`src/lineFollowerPkg.sv`:
```
package lineFollowerPkg;

    // sensor pattern {left, mid, right} where a set bit sees the line
    typedef enum logic [2:0] {
        ROAD_LOST         = 3'b000,
        ROAD_RIGHT_SLIGHT = 3'b001,
        ROAD_STRAIGHT     = 3'b010,
        ROAD_RIGHT        = 3'b011,
        ROAD_LEFT_SLIGHT  = 3'b100,
        ROAD_TURN101      = 3'b101,
        ROAD_LEFT         = 3'b110,
        ROAD_TURN111      = 3'b111
    } roadCode_t;

    typedef enum logic [4:0] {
        IDLE         = 5'd0,
        START        = 5'd1,
        COUNT        = 5'd2,
        STRAIGHT     = 5'd3,
        CHOOSE       = 5'd4,
        LEFT         = 5'd5,
        RIGHT        = 5'd6,
        BACK         = 5'd7,
        LITTLE_LEFT  = 5'd8,
        LITTLE_RIGHT = 5'd9,
        STOP         = 5'd30,
        ERROR        = 5'd31
    } routeState_t;

    typedef struct packed {
        logic left;
        logic mid;
        logic right;
    } trackRaw_t;

    typedef struct packed {
        logic       pwmLeft;
        logic       pwmRight;
        logic [1:0] leftDir;
        logic [1:0] rightDir;
    } motorCmd_t;

    typedef struct packed {
        logic       countFinish;
        logic [1:0] countStep;
        logic       pauseDone;
        logic       backFlash;
        logic [2:0] lampPhase;
    } timerStatus_t;

    typedef struct packed {
        logic [3:0] digit0;
        logic [3:0] digit1;
        logic [3:0] digit2;
        logic [3:0] digit3;
    } digitCodes_t;

    // wheel direction pairs
    localparam logic [1:0] DIR_OFF = 2'b00;
    localparam logic [1:0] DIR_FWD = 2'b10;
    localparam logic [1:0] DIR_REV = 2'b01;

    // timer lengths at simulation scale
    localparam int TICK_WIDTH = 8;
    localparam logic [TICK_WIDTH-1:0] COUNT_STEP_TICKS = 4;
    localparam logic [TICK_WIDTH-1:0] STOP_PAUSE_TICKS = 12;
    localparam logic [TICK_WIDTH-1:0] FLASH_HALF_TICKS = 4;
    localparam logic [TICK_WIDTH-1:0] LAMP_STEP_TICKS  = 8;

    localparam int PWM_WIDTH = 4;
    localparam int PWM_PERIOD = 16;
    localparam logic [PWM_WIDTH-1:0] PWM_DUTY_FULL = 12;
    localparam logic [PWM_WIDTH-1:0] PWM_DUTY_SLOW = 6;

    localparam int SCAN_TICKS = 4;
    localparam int FILTER_DEPTH = 3;

    // active low segments in bit order {g, f, e, d, c, b, a}
    localparam logic [6:0] SEG_GLYPHS [16] = '{
        7'b1000000,
        7'b1111001,
        7'b0100100,
        7'b0110000,
        7'b0011001,
        7'b0010010,
        7'b0000010,
        7'b1111000,
        7'b0000000,
        7'b0010000,
        7'b0001000,  // 10 shows A
        7'b0111111,  // 11 shows a dash
        7'b1000111,  // 12 shows L
        7'b0000110,  // 13 shows E
        7'b0101111,  // 14 shows r
        7'b1111111   // 15 is blank
    };

endpackage

```
`src/lineFollower.sv`:
```
module lineFollower import lineFollowerPkg::*; (
    input  logic        clk,
    input  logic        rst,
    input  logic        runEnable,
    input  trackRaw_t   track,
    output logic [15:0] led,
    output logic [3:0]  segDigit,
    output logic [6:0]  segDisplay,
    output motorCmd_t   motor
);

    roadCode_t    road;
    routeState_t  state;
    routeState_t  resumeState;
    logic [3:0]   checkPoints;
    timerStatus_t timers;

    trackSampler i_trackSampler (
        .clk   (clk),
        .rst   (rst),
        .track (track),
        .road  (road)
    );

    missionTimers i_missionTimers (
        .clk    (clk),
        .rst    (rst),
        .state  (state),
        .timers (timers)
    );

    routeFsm i_routeFsm (
        .clk         (clk),
        .rst         (rst),
        .runEnable   (runEnable),
        .road        (road),
        .timers      (timers),
        .state       (state),
        .lastState   (),
        .resumeState (resumeState),
        .checkPoints (checkPoints)
    );

    statusDisplay i_statusDisplay (
        .clk         (clk),
        .rst         (rst),
        .state       (state),
        .road        (road),
        .timers      (timers),
        .resumeState (resumeState),
        .checkPoints (checkPoints),
        .led         (led),
        .segDigit    (segDigit),
        .segDisplay  (segDisplay)
    );

    motorDrive i_motorDrive (
        .clk   (clk),
        .rst   (rst),
        .state (state),
        .motor (motor)
    );

endmodule

```
`src/missionTimers.sv`:
```
module missionTimers import lineFollowerPkg::*; (
    input  logic         clk,
    input  logic         rst,
    input  routeState_t  state,
    output timerStatus_t timers
);

    routeState_t           stateQ;
    logic [TICK_WIDTH-1:0] tick;
    logic [TICK_WIDTH-1:0] elapsed;
    logic [TICK_WIDTH-1:0] stepIndex;
    logic [TICK_WIDTH-1:0] flashIndex;
    logic [2:0]            lamp;
    logic                  timed;

    assign timed = state inside {COUNT, STOP, BACK, CHOOSE};

    // cycles since the state was entered and zero in its first cycle
    assign elapsed    = (state == stateQ) ? tick : '0;
    assign stepIndex  = elapsed / COUNT_STEP_TICKS;
    assign flashIndex = elapsed / FLASH_HALF_TICKS;

    always_ff @(posedge clk or posedge rst) begin
        if (rst) begin
            stateQ <= IDLE;
            tick   <= '0;
            lamp   <= 3'b001;
        end else begin
            stateQ <= state;
            if (!timed) begin
                tick <= '0;
            end else if (state != stateQ) begin
                tick <= TICK_WIDTH'(1);
            end else begin
                tick <= tick + 1'b1;
            end

            // choose lamp walks a single lit bit around
            if (state != CHOOSE) begin
                lamp <= 3'b001;
            end else if (elapsed % LAMP_STEP_TICKS == LAMP_STEP_TICKS - 1) begin
                lamp <= {lamp[1:0], lamp[2]};
            end
        end
    end

    always_comb begin
        timers.countStep   = (state == COUNT) ? stepIndex[1:0] : 2'b00;
        timers.countFinish = (state == COUNT) && (elapsed >= 4 * COUNT_STEP_TICKS - 1);
        // single pulse at the end of the pause
        timers.pauseDone   = (state == STOP) && (elapsed == STOP_PAUSE_TICKS - 1);
        timers.backFlash   = (state == BACK) && flashIndex[0];
        timers.lampPhase   = lamp;
    end

    // a pause only ends after the whole stop time
    assert property (@(posedge clk) disable iff (rst)
        timers.pauseDone |-> state == STOP && $past(state == STOP, STOP_PAUSE_TICKS - 1));

endmodule

```
`src/motorDrive.sv`:
```
module motorDrive import lineFollowerPkg::*; (
    input  logic        clk,
    input  logic        rst,
    input  routeState_t state,
    output motorCmd_t   motor
);

    logic [PWM_WIDTH-1:0] pwmCount;
    logic [PWM_WIDTH-1:0] dutyLeft;
    logic [PWM_WIDTH-1:0] dutyRight;
    logic [1:0]           dirLeft;
    logic [1:0]           dirRight;

    always_ff @(posedge clk or posedge rst) begin
        if (rst) begin
            pwmCount <= '0;
        end else if (pwmCount == PWM_WIDTH'(PWM_PERIOD - 1)) begin
            pwmCount <= '0;
        end else begin
            pwmCount <= pwmCount + 1'b1;
        end
    end

    always_comb begin
        dirLeft   = DIR_OFF;
        dirRight  = DIR_OFF;
        dutyLeft  = '0;
        dutyRight = '0;
        case (state)
            STRAIGHT, COUNT: begin
                dirLeft   = DIR_FWD;
                dirRight  = DIR_FWD;
                dutyLeft  = PWM_DUTY_FULL;
                dutyRight = PWM_DUTY_FULL;
            end
            // slight corrections drive one wheel only
            LITTLE_LEFT: begin
                dirLeft  = DIR_FWD;
                dutyLeft = PWM_DUTY_SLOW;
            end
            LITTLE_RIGHT: begin
                dirRight  = DIR_FWD;
                dutyRight = PWM_DUTY_SLOW;
            end
            // spin on the spot
            LEFT, CHOOSE: begin
                dirLeft   = DIR_REV;
                dirRight  = DIR_FWD;
                dutyLeft  = PWM_DUTY_FULL;
                dutyRight = PWM_DUTY_FULL;
            end
            RIGHT: begin
                dirLeft   = DIR_FWD;
                dirRight  = DIR_REV;
                dutyLeft  = PWM_DUTY_FULL;
                dutyRight = PWM_DUTY_FULL;
            end
            BACK: begin
                dirLeft   = DIR_REV;
                dirRight  = DIR_REV;
                dutyLeft  = PWM_DUTY_SLOW;
                dutyRight = PWM_DUTY_SLOW;
            end
            default: begin
                dirLeft = DIR_OFF;
            end
        endcase
    end

    assign motor = '{
        pwmLeft:  pwmCount < dutyLeft,
        pwmRight: pwmCount < dutyRight,
        leftDir:  dirLeft,
        rightDir: dirRight
    };

    // both bridge inputs high would brake hard
    assert property (@(posedge clk) disable iff (rst)
        motor.leftDir != 2'b11 && motor.rightDir != 2'b11);

endmodule

```
`src/routeFsm.sv`:
```
module routeFsm import lineFollowerPkg::*; (
    input  logic         clk,
    input  logic         rst,
    input  logic         runEnable,
    input  roadCode_t    road,
    input  timerStatus_t timers,
    output routeState_t  state,
    output routeState_t  lastState,
    output routeState_t  resumeState,
    output logic [3:0]   checkPoints
);

    routeState_t nextState;
    routeState_t nextResume;
    logic [1:0]  rightCount;
    logic        rightDone;
    logic        straightGroup;

    assign straightGroup = state inside {STRAIGHT, LITTLE_LEFT, LITTLE_RIGHT};

    always_comb begin
        nextState  = state;
        nextResume = resumeState;
        case (state)
            IDLE:  nextState = runEnable ? START : IDLE;
            START: nextState = (road == ROAD_STRAIGHT) ? COUNT : START;
            COUNT: nextState = timers.countFinish ? STRAIGHT : COUNT;
            STRAIGHT, LITTLE_LEFT, LITTLE_RIGHT: begin
                case (road)
                    ROAD_LOST: begin
                        nextState  = STOP;
                        nextResume = BACK;
                    end
                    ROAD_TURN111:      nextState = checkPoints[1] ? CHOOSE : STRAIGHT;
                    ROAD_LEFT_SLIGHT:  nextState = LITTLE_LEFT;
                    ROAD_RIGHT_SLIGHT: nextState = LITTLE_RIGHT;
                    default:           nextState = STRAIGHT;
                endcase
            end
            CHOOSE: begin
                if (road == ROAD_TURN101) begin
                    nextState  = STOP;
                    nextResume = LEFT;
                end else if (road == ROAD_TURN111 && checkPoints[0]) begin
                    nextState = STRAIGHT;
                end
            end
            LEFT: begin
                if (road == ROAD_TURN101) begin
                    nextState  = STOP;
                    nextResume = RIGHT;
                end else if (road == ROAD_TURN111 && checkPoints[2]) begin
                    nextState  = STOP;
                    nextResume = STRAIGHT;
                end
            end
            RIGHT: begin
                // a 101 after a confirmed turn means the car is off course
                if (road == ROAD_TURN101 && rightDone) begin
                    nextState = ERROR;
                end else if (road == ROAD_TURN111 && checkPoints[3] && rightDone) begin
                    nextState  = STOP;
                    nextResume = STRAIGHT;
                end
            end
            BACK: begin
                if (road == ROAD_TURN111) begin
                    nextState  = STOP;
                    nextResume = LEFT;
                end
            end
            STOP:    nextState = timers.pauseDone ? resumeState : STOP;
            ERROR:   nextState = runEnable ? ERROR : IDLE;
            default: nextState = IDLE;
        endcase
        // the run switch overrides everything
        if (!runEnable) begin
            nextState = IDLE;
        end
    end

    always_ff @(posedge clk or posedge rst) begin
        if (rst) begin
            state       <= IDLE;
            lastState   <= IDLE;
            resumeState <= IDLE;
        end else begin
            state       <= nextState;
            lastState   <= state;
            resumeState <= nextResume;
        end
    end

    // checkpoints mark that the car has moved off the last junction mark
    always_ff @(posedge clk or posedge rst) begin
        if (rst) begin
            checkPoints <= '0;
            rightCount  <= '0;
            rightDone   <= 1'b0;
        end else begin
            if (state == CHOOSE && road != ROAD_TURN111)
                checkPoints[0] <= 1'b1;
            else if (state != CHOOSE)
                checkPoints[0] <= 1'b0;

            if (lastState == COUNT || (straightGroup && road != ROAD_TURN111))
                checkPoints[1] <= 1'b1;
            else if (!straightGroup)
                checkPoints[1] <= 1'b0;

            if (state == LEFT && road != ROAD_TURN111)
                checkPoints[2] <= 1'b1;
            else if (state != LEFT)
                checkPoints[2] <= 1'b0;

            if (state == RIGHT && road != ROAD_TURN111)
                checkPoints[3] <= 1'b1;
            else if (state != RIGHT)
                checkPoints[3] <= 1'b0;

            // right turn confirmed after a few cycles on the 111 mark
            if (state == RIGHT && road == ROAD_TURN111) begin
                rightCount <= rightCount + 1'b1;
                if (rightCount >= 2'd2) begin
                    rightDone <= 1'b1;
                end
            end else if (state != RIGHT) begin
                rightCount <= '0;
                rightDone  <= 1'b0;
            end
        end
    end

    assert property (@(posedge clk) disable iff (rst)
        state inside {IDLE, START, COUNT, STRAIGHT, CHOOSE, LEFT, RIGHT, BACK,
                      LITTLE_LEFT, LITTLE_RIGHT, STOP, ERROR});

endmodule

```
`src/statusDisplay.sv`:
```
module statusDisplay import lineFollowerPkg::*; (
    input  logic         clk,
    input  logic         rst,
    input  routeState_t  state,
    input  roadCode_t    road,
    input  timerStatus_t timers,
    input  routeState_t  resumeState,
    input  logic [3:0]   checkPoints,
    output logic [15:0]  led,
    output logic [3:0]   segDigit,
    output logic [6:0]   segDisplay
);

    logic [4:0]                    lamp;
    logic [5:0]                    bar;
    logic [3:0]                    resumeCode;
    digitCodes_t                   codes;
    logic [$clog2(SCAN_TICKS)-1:0] scanCount;
    logic [1:0]                    scanIndex;
    logic [3:0]                    scanCode;

    always_comb begin
        case (state)
            START:                              lamp = 5'b00001;
            COUNT:                              lamp = 5'b00010;
            STRAIGHT, LITTLE_LEFT, LITTLE_RIGHT: lamp = 5'b01000;
            CHOOSE:                             lamp = {timers.lampPhase, 2'b00};
            LEFT:                               lamp = 5'b10000;
            RIGHT:                              lamp = 5'b00100;
            STOP:                               lamp = 5'b11100;
            BACK:                               lamp = 5'b01010;
            ERROR:                              lamp = 5'b11111;
            default:                            lamp = 5'b00000;
        endcase

        case (state)
            COUNT:    bar = timers.countStep[0] ? 6'b000000 : 6'b111111;
            STRAIGHT: bar = 6'b001100;
            LEFT:     bar = 6'b110000;
            RIGHT:    bar = 6'b000011;
            STOP:     bar = 6'b111111;
            BACK:     bar = timers.backFlash ? 6'b000000 : 6'b111111;
            default:  bar = 6'b000000;
        endcase
    end

    assign led = {lamp, 1'b0, bar, 1'b0, road};

    // glyph for where the car goes after a stop
    always_comb begin
        case (resumeState)
            IDLE:       resumeCode = 4'd12;
            STRAIGHT:   resumeCode = 4'd0;
            LEFT, BACK: resumeCode = 4'd13;
            default:    resumeCode = 4'd15;
        endcase
    end

    always_comb begin
        case (state)
            IDLE:  codes = '{4'd1, 4'd12, 4'd13, 4'd14};
            START: codes = '{4'd11, 4'd11, 4'd11, 4'd11};
            COUNT: codes = '{4'd11, 4'd11, 4'd11, 4'd3 - {2'b00, timers.countStep}};
            STRAIGHT, LITTLE_LEFT, LITTLE_RIGHT:
                codes = '{4'd10, 4'd2, 4'd11, {3'b000, checkPoints[1]}};
            CHOOSE: codes = '{4'd10, 4'd1, 4'd11, {3'b000, checkPoints[0]}};
            LEFT:   codes = '{4'd10, 4'd3, 4'd11, {3'b000, checkPoints[2]}};
            RIGHT:  codes = '{4'd10, 4'd4, 4'd11, {3'b000, checkPoints[3]}};
            BACK:   codes = '{4'd0, 4'd0, 4'd0, resumeCode};
            STOP:   codes = '{{3'b000, timers.pauseDone}, 4'd0, 4'd0, resumeCode};
            default: codes = '{4'd15, 4'd15, 4'd15, 4'd15};
        endcase
    end

    // one digit lit at a time
    always_ff @(posedge clk or posedge rst) begin
        if (rst) begin
            scanCount <= '0;
            scanIndex <= '0;
        end else if (scanCount == SCAN_TICKS - 1) begin
            scanCount <= '0;
            scanIndex <= scanIndex + 1'b1;
        end else begin
            scanCount <= scanCount + 1'b1;
        end
    end

    always_comb begin
        case (scanIndex)
            2'd0:    scanCode = codes.digit0;
            2'd1:    scanCode = codes.digit1;
            2'd2:    scanCode = codes.digit2;
            default: scanCode = codes.digit3;
        endcase
    end

    assign segDigit   = ~(4'b0001 << scanIndex);
    assign segDisplay = SEG_GLYPHS[scanCode];

endmodule

```
`src/trackSampler.sv`:
```
module trackSampler import lineFollowerPkg::*; (
    input  logic      clk,
    input  logic      rst,
    input  trackRaw_t track,
    output roadCode_t road
);

    trackRaw_t syncA;
    trackRaw_t syncB;
    // older samples with index 0 the newest
    trackRaw_t history [FILTER_DEPTH-1];
    logic      agree;

    always_comb begin
        agree = 1'b1;
        for (int i = 0; i < FILTER_DEPTH - 1; i++) begin
            if (history[i] != syncB) begin
                agree = 1'b0;
            end
        end
    end

    always_ff @(posedge clk or posedge rst) begin
        if (rst) begin
            syncA <= '0;
            syncB <= '0;
            for (int i = 0; i < FILTER_DEPTH - 1; i++) begin
                history[i] <= '0;
            end
            road <= ROAD_LOST;
        end else begin
            syncA      <= track;
            syncB      <= syncA;
            history[0] <= syncB;
            for (int i = 1; i < FILTER_DEPTH - 1; i++) begin
                history[i] <= history[i-1];
            end
            // edge chatter never gets a full run of equal samples
            if (agree) begin
                road <= roadCode_t'(syncB);
            end
        end
    end

endmodule
```
`config.mk`:
```
export PLATFORM = sky130hd
export DESIGN_NAME = lineFollower
export DESIGN_NICKNAME = d
export VERILOG_FILES = /design/src/lineFollowerPkg.sv /design/src/lineFollower.sv /design/src/missionTimers.sv /design/src/motorDrive.sv /design/src/routeFsm.sv /design/src/statusDisplay.sv /design/src/trackSampler.sv
export SDC_FILE = /design/constraint.sdc
export NUM_CORES = 1
export LEC_CHECK = 0
export BUFFER_PORTS_ARGS = -buffer_cell sky130_fd_sc_hd__buf_2
export CAP_MARGIN = 20
export CORE_MARGIN = 10
export CORE_UTILIZATION = 30
export CTS_CLUSTER_DIAMETER = 40
export DETAILED_ROUTE_END_ITERATION = 16
export REMOVE_ABC_BUFFERS = 1
export SLEW_MARGIN = 0
export SYNTH_ARGS = -nofsm -noshare
export SYNTH_HDL_FRONTEND = slang
export SYNTH_SLANG_ARGS = --single-unit
export TNS_END_PERCENT = 100
```
`constraint.sdc`:
```
create_clock -name clk -period 2.8 [get_ports clk]
set_input_delay 0.42 -clock clk [delete_from_list [all_inputs] [get_ports clk]]
set_output_delay 0.42 -clock clk [all_outputs]
set_load 0.01 [all_outputs]
```
==> flow_summary.json <==
{
  "outcome": "finished, violations left",
  "violations": "negative setup slack",
  "synthArstFlopShare_pct": 100,
  "vias": 3545,
  "drc": 0,
  "fp.dieH_um": 131,
  "fp.dieW_um": 131,
  "fin_crit_ps": 3210,
  "syn_inst": 430,
  "hold_viol": 0,
  "hold_slack_ps": 158,
  "crit_path_max_fanout": 2,
  "final.setup_skew_ps": 3.87,
  "grt_max_degree": 26,
  "critical_path_arrival_ps": 2790,
  "yosys.area.top_type_share_pct": 36.0,
  "cts_root_buffer": "clkbuf_16",
  "numCtsBuffers": 5,
  "r2r-end": "i_routeFsm.resumeState[2]",
  "ys_seq_area_share_pct": 36.7,
  "crit_path_end_kind": "output port",
  "synth_top_family_by_area": "simple AND/OR/NAND/NOR gates",
  "holdBufCountCts": 0,
  "yosysTopAreaCell": "dfrtp_1",
  "ys.flop_type": "dfrtp_1",
  "final_antenna_net_count": 0,
  "htree_levels": 2,
  "grt_use_total_pct": 13.0,
  "synthMuxAreaShare_pct": 2.48,
  "place_worst_setup_slack_ps": -201,
  "area_growth_pct": 30.3,
  "synth_edf_count": 0,
  "row_count": 40,
  "fin_nets": 549,
  "detail_route.wirelength_um": 11000,
  "p_leak_nw": 2.19,
  "antenna_found_initial": 0,
  "synth.distinct_cells": 62,
  "fillers": 1211,
  "setup_violations": 7,
  "clk_path_buf_depth": 2,
  "grt-ovfl-total": 0,
  "synth_fa_ha_area_share_pct": 6.38,
  "synth-xor-area-share_pct": 4.04,
  "vias_per_cell": 5.27,
  "post_dp_cell_area_mm2": 0.00446,
  "postSynthAreaPerCell_um2": 8.58,
  "p_per_area_mw_per_mm2": 363,
  "slew-limit-headroom_pct": 61.2,
  "globalplace.congestion": 0.912,
  "stdcell_area_mm2": 0.00481,
  "rsz0062_at_grt": "yes",
  "firstDrtPassIters": 5,
  "ioPinCount": 39,
  "clk_pin_slew_ps": 70,
  "maxSlewViolCount": 0,
  "clock.fmax_mhz": 312,
  "start_util_pct": 30.7,
  "ys_ff_latch": 54,
  "synthSimpleGateAreaFrac_pct": 23.5,
  "post-route-period-util_pct": 114,
  "hpwl_um": 8480,
  "crit_path_start_kind": "register",
  "layout_setup_ws_ps": -405,
  "grt_pass1_wl_um": 18000,
  "worst_pin_slew_ps": 578,
  "layout_commonest_cell": "buf_4",
  "ys_warn_count": 0,
  "clkLatencyLatePin_ps": 290,
  "synth_area_leaders": "dfrtp_1 (36%), ha_1 (6.1%), a21oi_1 (4.1%)",
  "reg2reg_depth": 7,
  "die_area_mm2": 0.0171,
  "max_cap_violations": 0,
  "cts_tree": "done",
  "crit_required_ps": 2380,
  "avgRoutedWirePerCell_um": 16.3,
  "r2r_start": "i_routeFsm.state[3]",
  "rrSetupSlack_ps": 330,
  "core-area_mm2": 0.0120,
  "cts_sinks": 54,
  "power_mw": 1.74,
  "drtIter0Drc": 251,
  "io_buffers": 36,
  "final_cell_mix": "buf_4 (75), dfrtp_1 (50), buf_2 (36)",
  "netlist_area_mm2": 0.00369,
  "grt_pass1_vias": 3530,
  "hold_path_class": "input port to asynchronous set/reset pin",
  "synth_compound_gate_area_share_pct": 20.4,
  "antenna_cells": 0,
  "drive_gt1_share_pct": 30.8,
  "crit_type": "register to output port",
  "ir_worst_vdd_v": 0.000290
}
sequential cells by signal, summed over array words and instances, names as in the netlist:
| signal | count |
|---|---|
| i_missionTimers.lamp | 3 |
| i_statusDisplay.scanIndex | 2 |
| i_trackSampler.history | 6 |
| i_routeFsm.resumeState | 3 |
| i_routeFsm.state | 5 |
| i_missionTimers.tick | 8 |
| i_routeFsm.checkPoints | 4 |
| i_routeFsm.rightCount | 2 |
| i_trackSampler.syncA | 3 |
| i_trackSampler.road | 3 |
| i_statusDisplay.scanCount | 2 |
| i_routeFsm.rightDone | 1 |
| i_routeFsm.lastState | 5 |
| i_motorDrive.pwmCount | 4 |
| i_trackSampler.syncB | 3 |
final cells by class:
class	instances	area, um2	share of cell area [%]
multi-input combinational	326	2240	46.6
sequential	54	1360	28.2
timing repair buffer	114	777	16.2
tap	147	184	3.83
clock buffer	6	139	2.89
inverter	24	92.6	1.93
clock inverter	2	16.3	0.338
worst max-delay path by stage:
stage	start	to	slack [ps]	cells past startpoint
final	i_missionTimers.tick[5]	segDisplay[0]	-410	7
after global routing	i_missionTimers.tick[5]	segDisplay[6]	-570	10
after CTS	i_missionTimers.tick[5]	segDisplay[4]	-440	11
after detailed placement	i_missionTimers.tick[4]	segDisplay[2]	-200	11
after global placement	i_routeFsm.state[3]	segDisplay[0]	-150	11
after floorplan	i_routeFsm.state[1]	segDisplay[0]	-470	6
where the power goes:
group	switching, mW	total (mW)	internal [mW]	leakage (nW)
combinational	0.139	0.251	0.112	1.43
clock	0.289	0.649	0.360	0.0735
sequential	0.0311	0.843	0.812	0.696
cells by family (layout without fill, tap and decap cells):
group | Yosys count | count (layout)
other | 1 | 2
adder cells (fa/ha/maj) | 19 | 19
buffers and inverters | 51 | 146
AO/OA/AOI/OAI | 117 | 117
XOR/XNOR | 17 | 17
AND/OR/NAND/NOR | 162 | 162
flip-flops | 54 | 54
multiplexers | 9 | 9
per-stage QoR:
step                      std cells  TNS, ps  utilization, %
after global placement          660     -743            37.1
after CTS                       671    -3000            39.2
final                           673    -2630            40.0
after global routing            673    -3720            40.0
after detailed placement        660    -1090            37.1
after floorplan                 404    -2630               -
cell usage after synthesis, drive strengths merged (2+ instances only):
master   n
a21oi   30
o21bai   2
nor3    14
a21o     6
and3     5
and3b    2
inv     24
a21boi   2
o22ai    9
nor2    36
o211ai   5
ha      18
nor2b    7
dfrtp   53
a211oi   5
buf     15
o31ai    3
xnor2   10
o221ai   6
nand3b   4
nand2   33
nand3   19
and2     8
o32ai    2
o21ai   27
mux2i    8
or2      6
a211o    3
nand2b   7
nand4    3
xor2     7
a31oi    6
a22oi    2
or3      4
clkbuf  12
nor3b    4
nand4b   2
or4      4
worst max-delay path, stage by stage (launching register included):
cell and delay, ps:
dfrtp_1 380, or4_4 560, nor4_4 240, nand4_1 120
and4b_1 210, or4_1 540, a211o_1 300, buf_2 140
timing repair:
item | 4_1_cts | 5_1_grt
pin swaps | 8 | 3
endpoints found under the setup margin | 8 | 13
gates resized for setup | 16 | 20
buffers inserted | 3 | 2
gates cloned | 0 | 0
layer usage:
metal  share of wire [%]  track usage (%)  vias to the layer above
met5                   0                0                        -
met4                 1.3             3.27                        0
met3                 5.9             2.22                       15
met2                  47             21.6                      106
met1                  46             17.2                     1711
li1                    -                -                     1713
No activity file was read; power rests on OpenSTA's default activity.
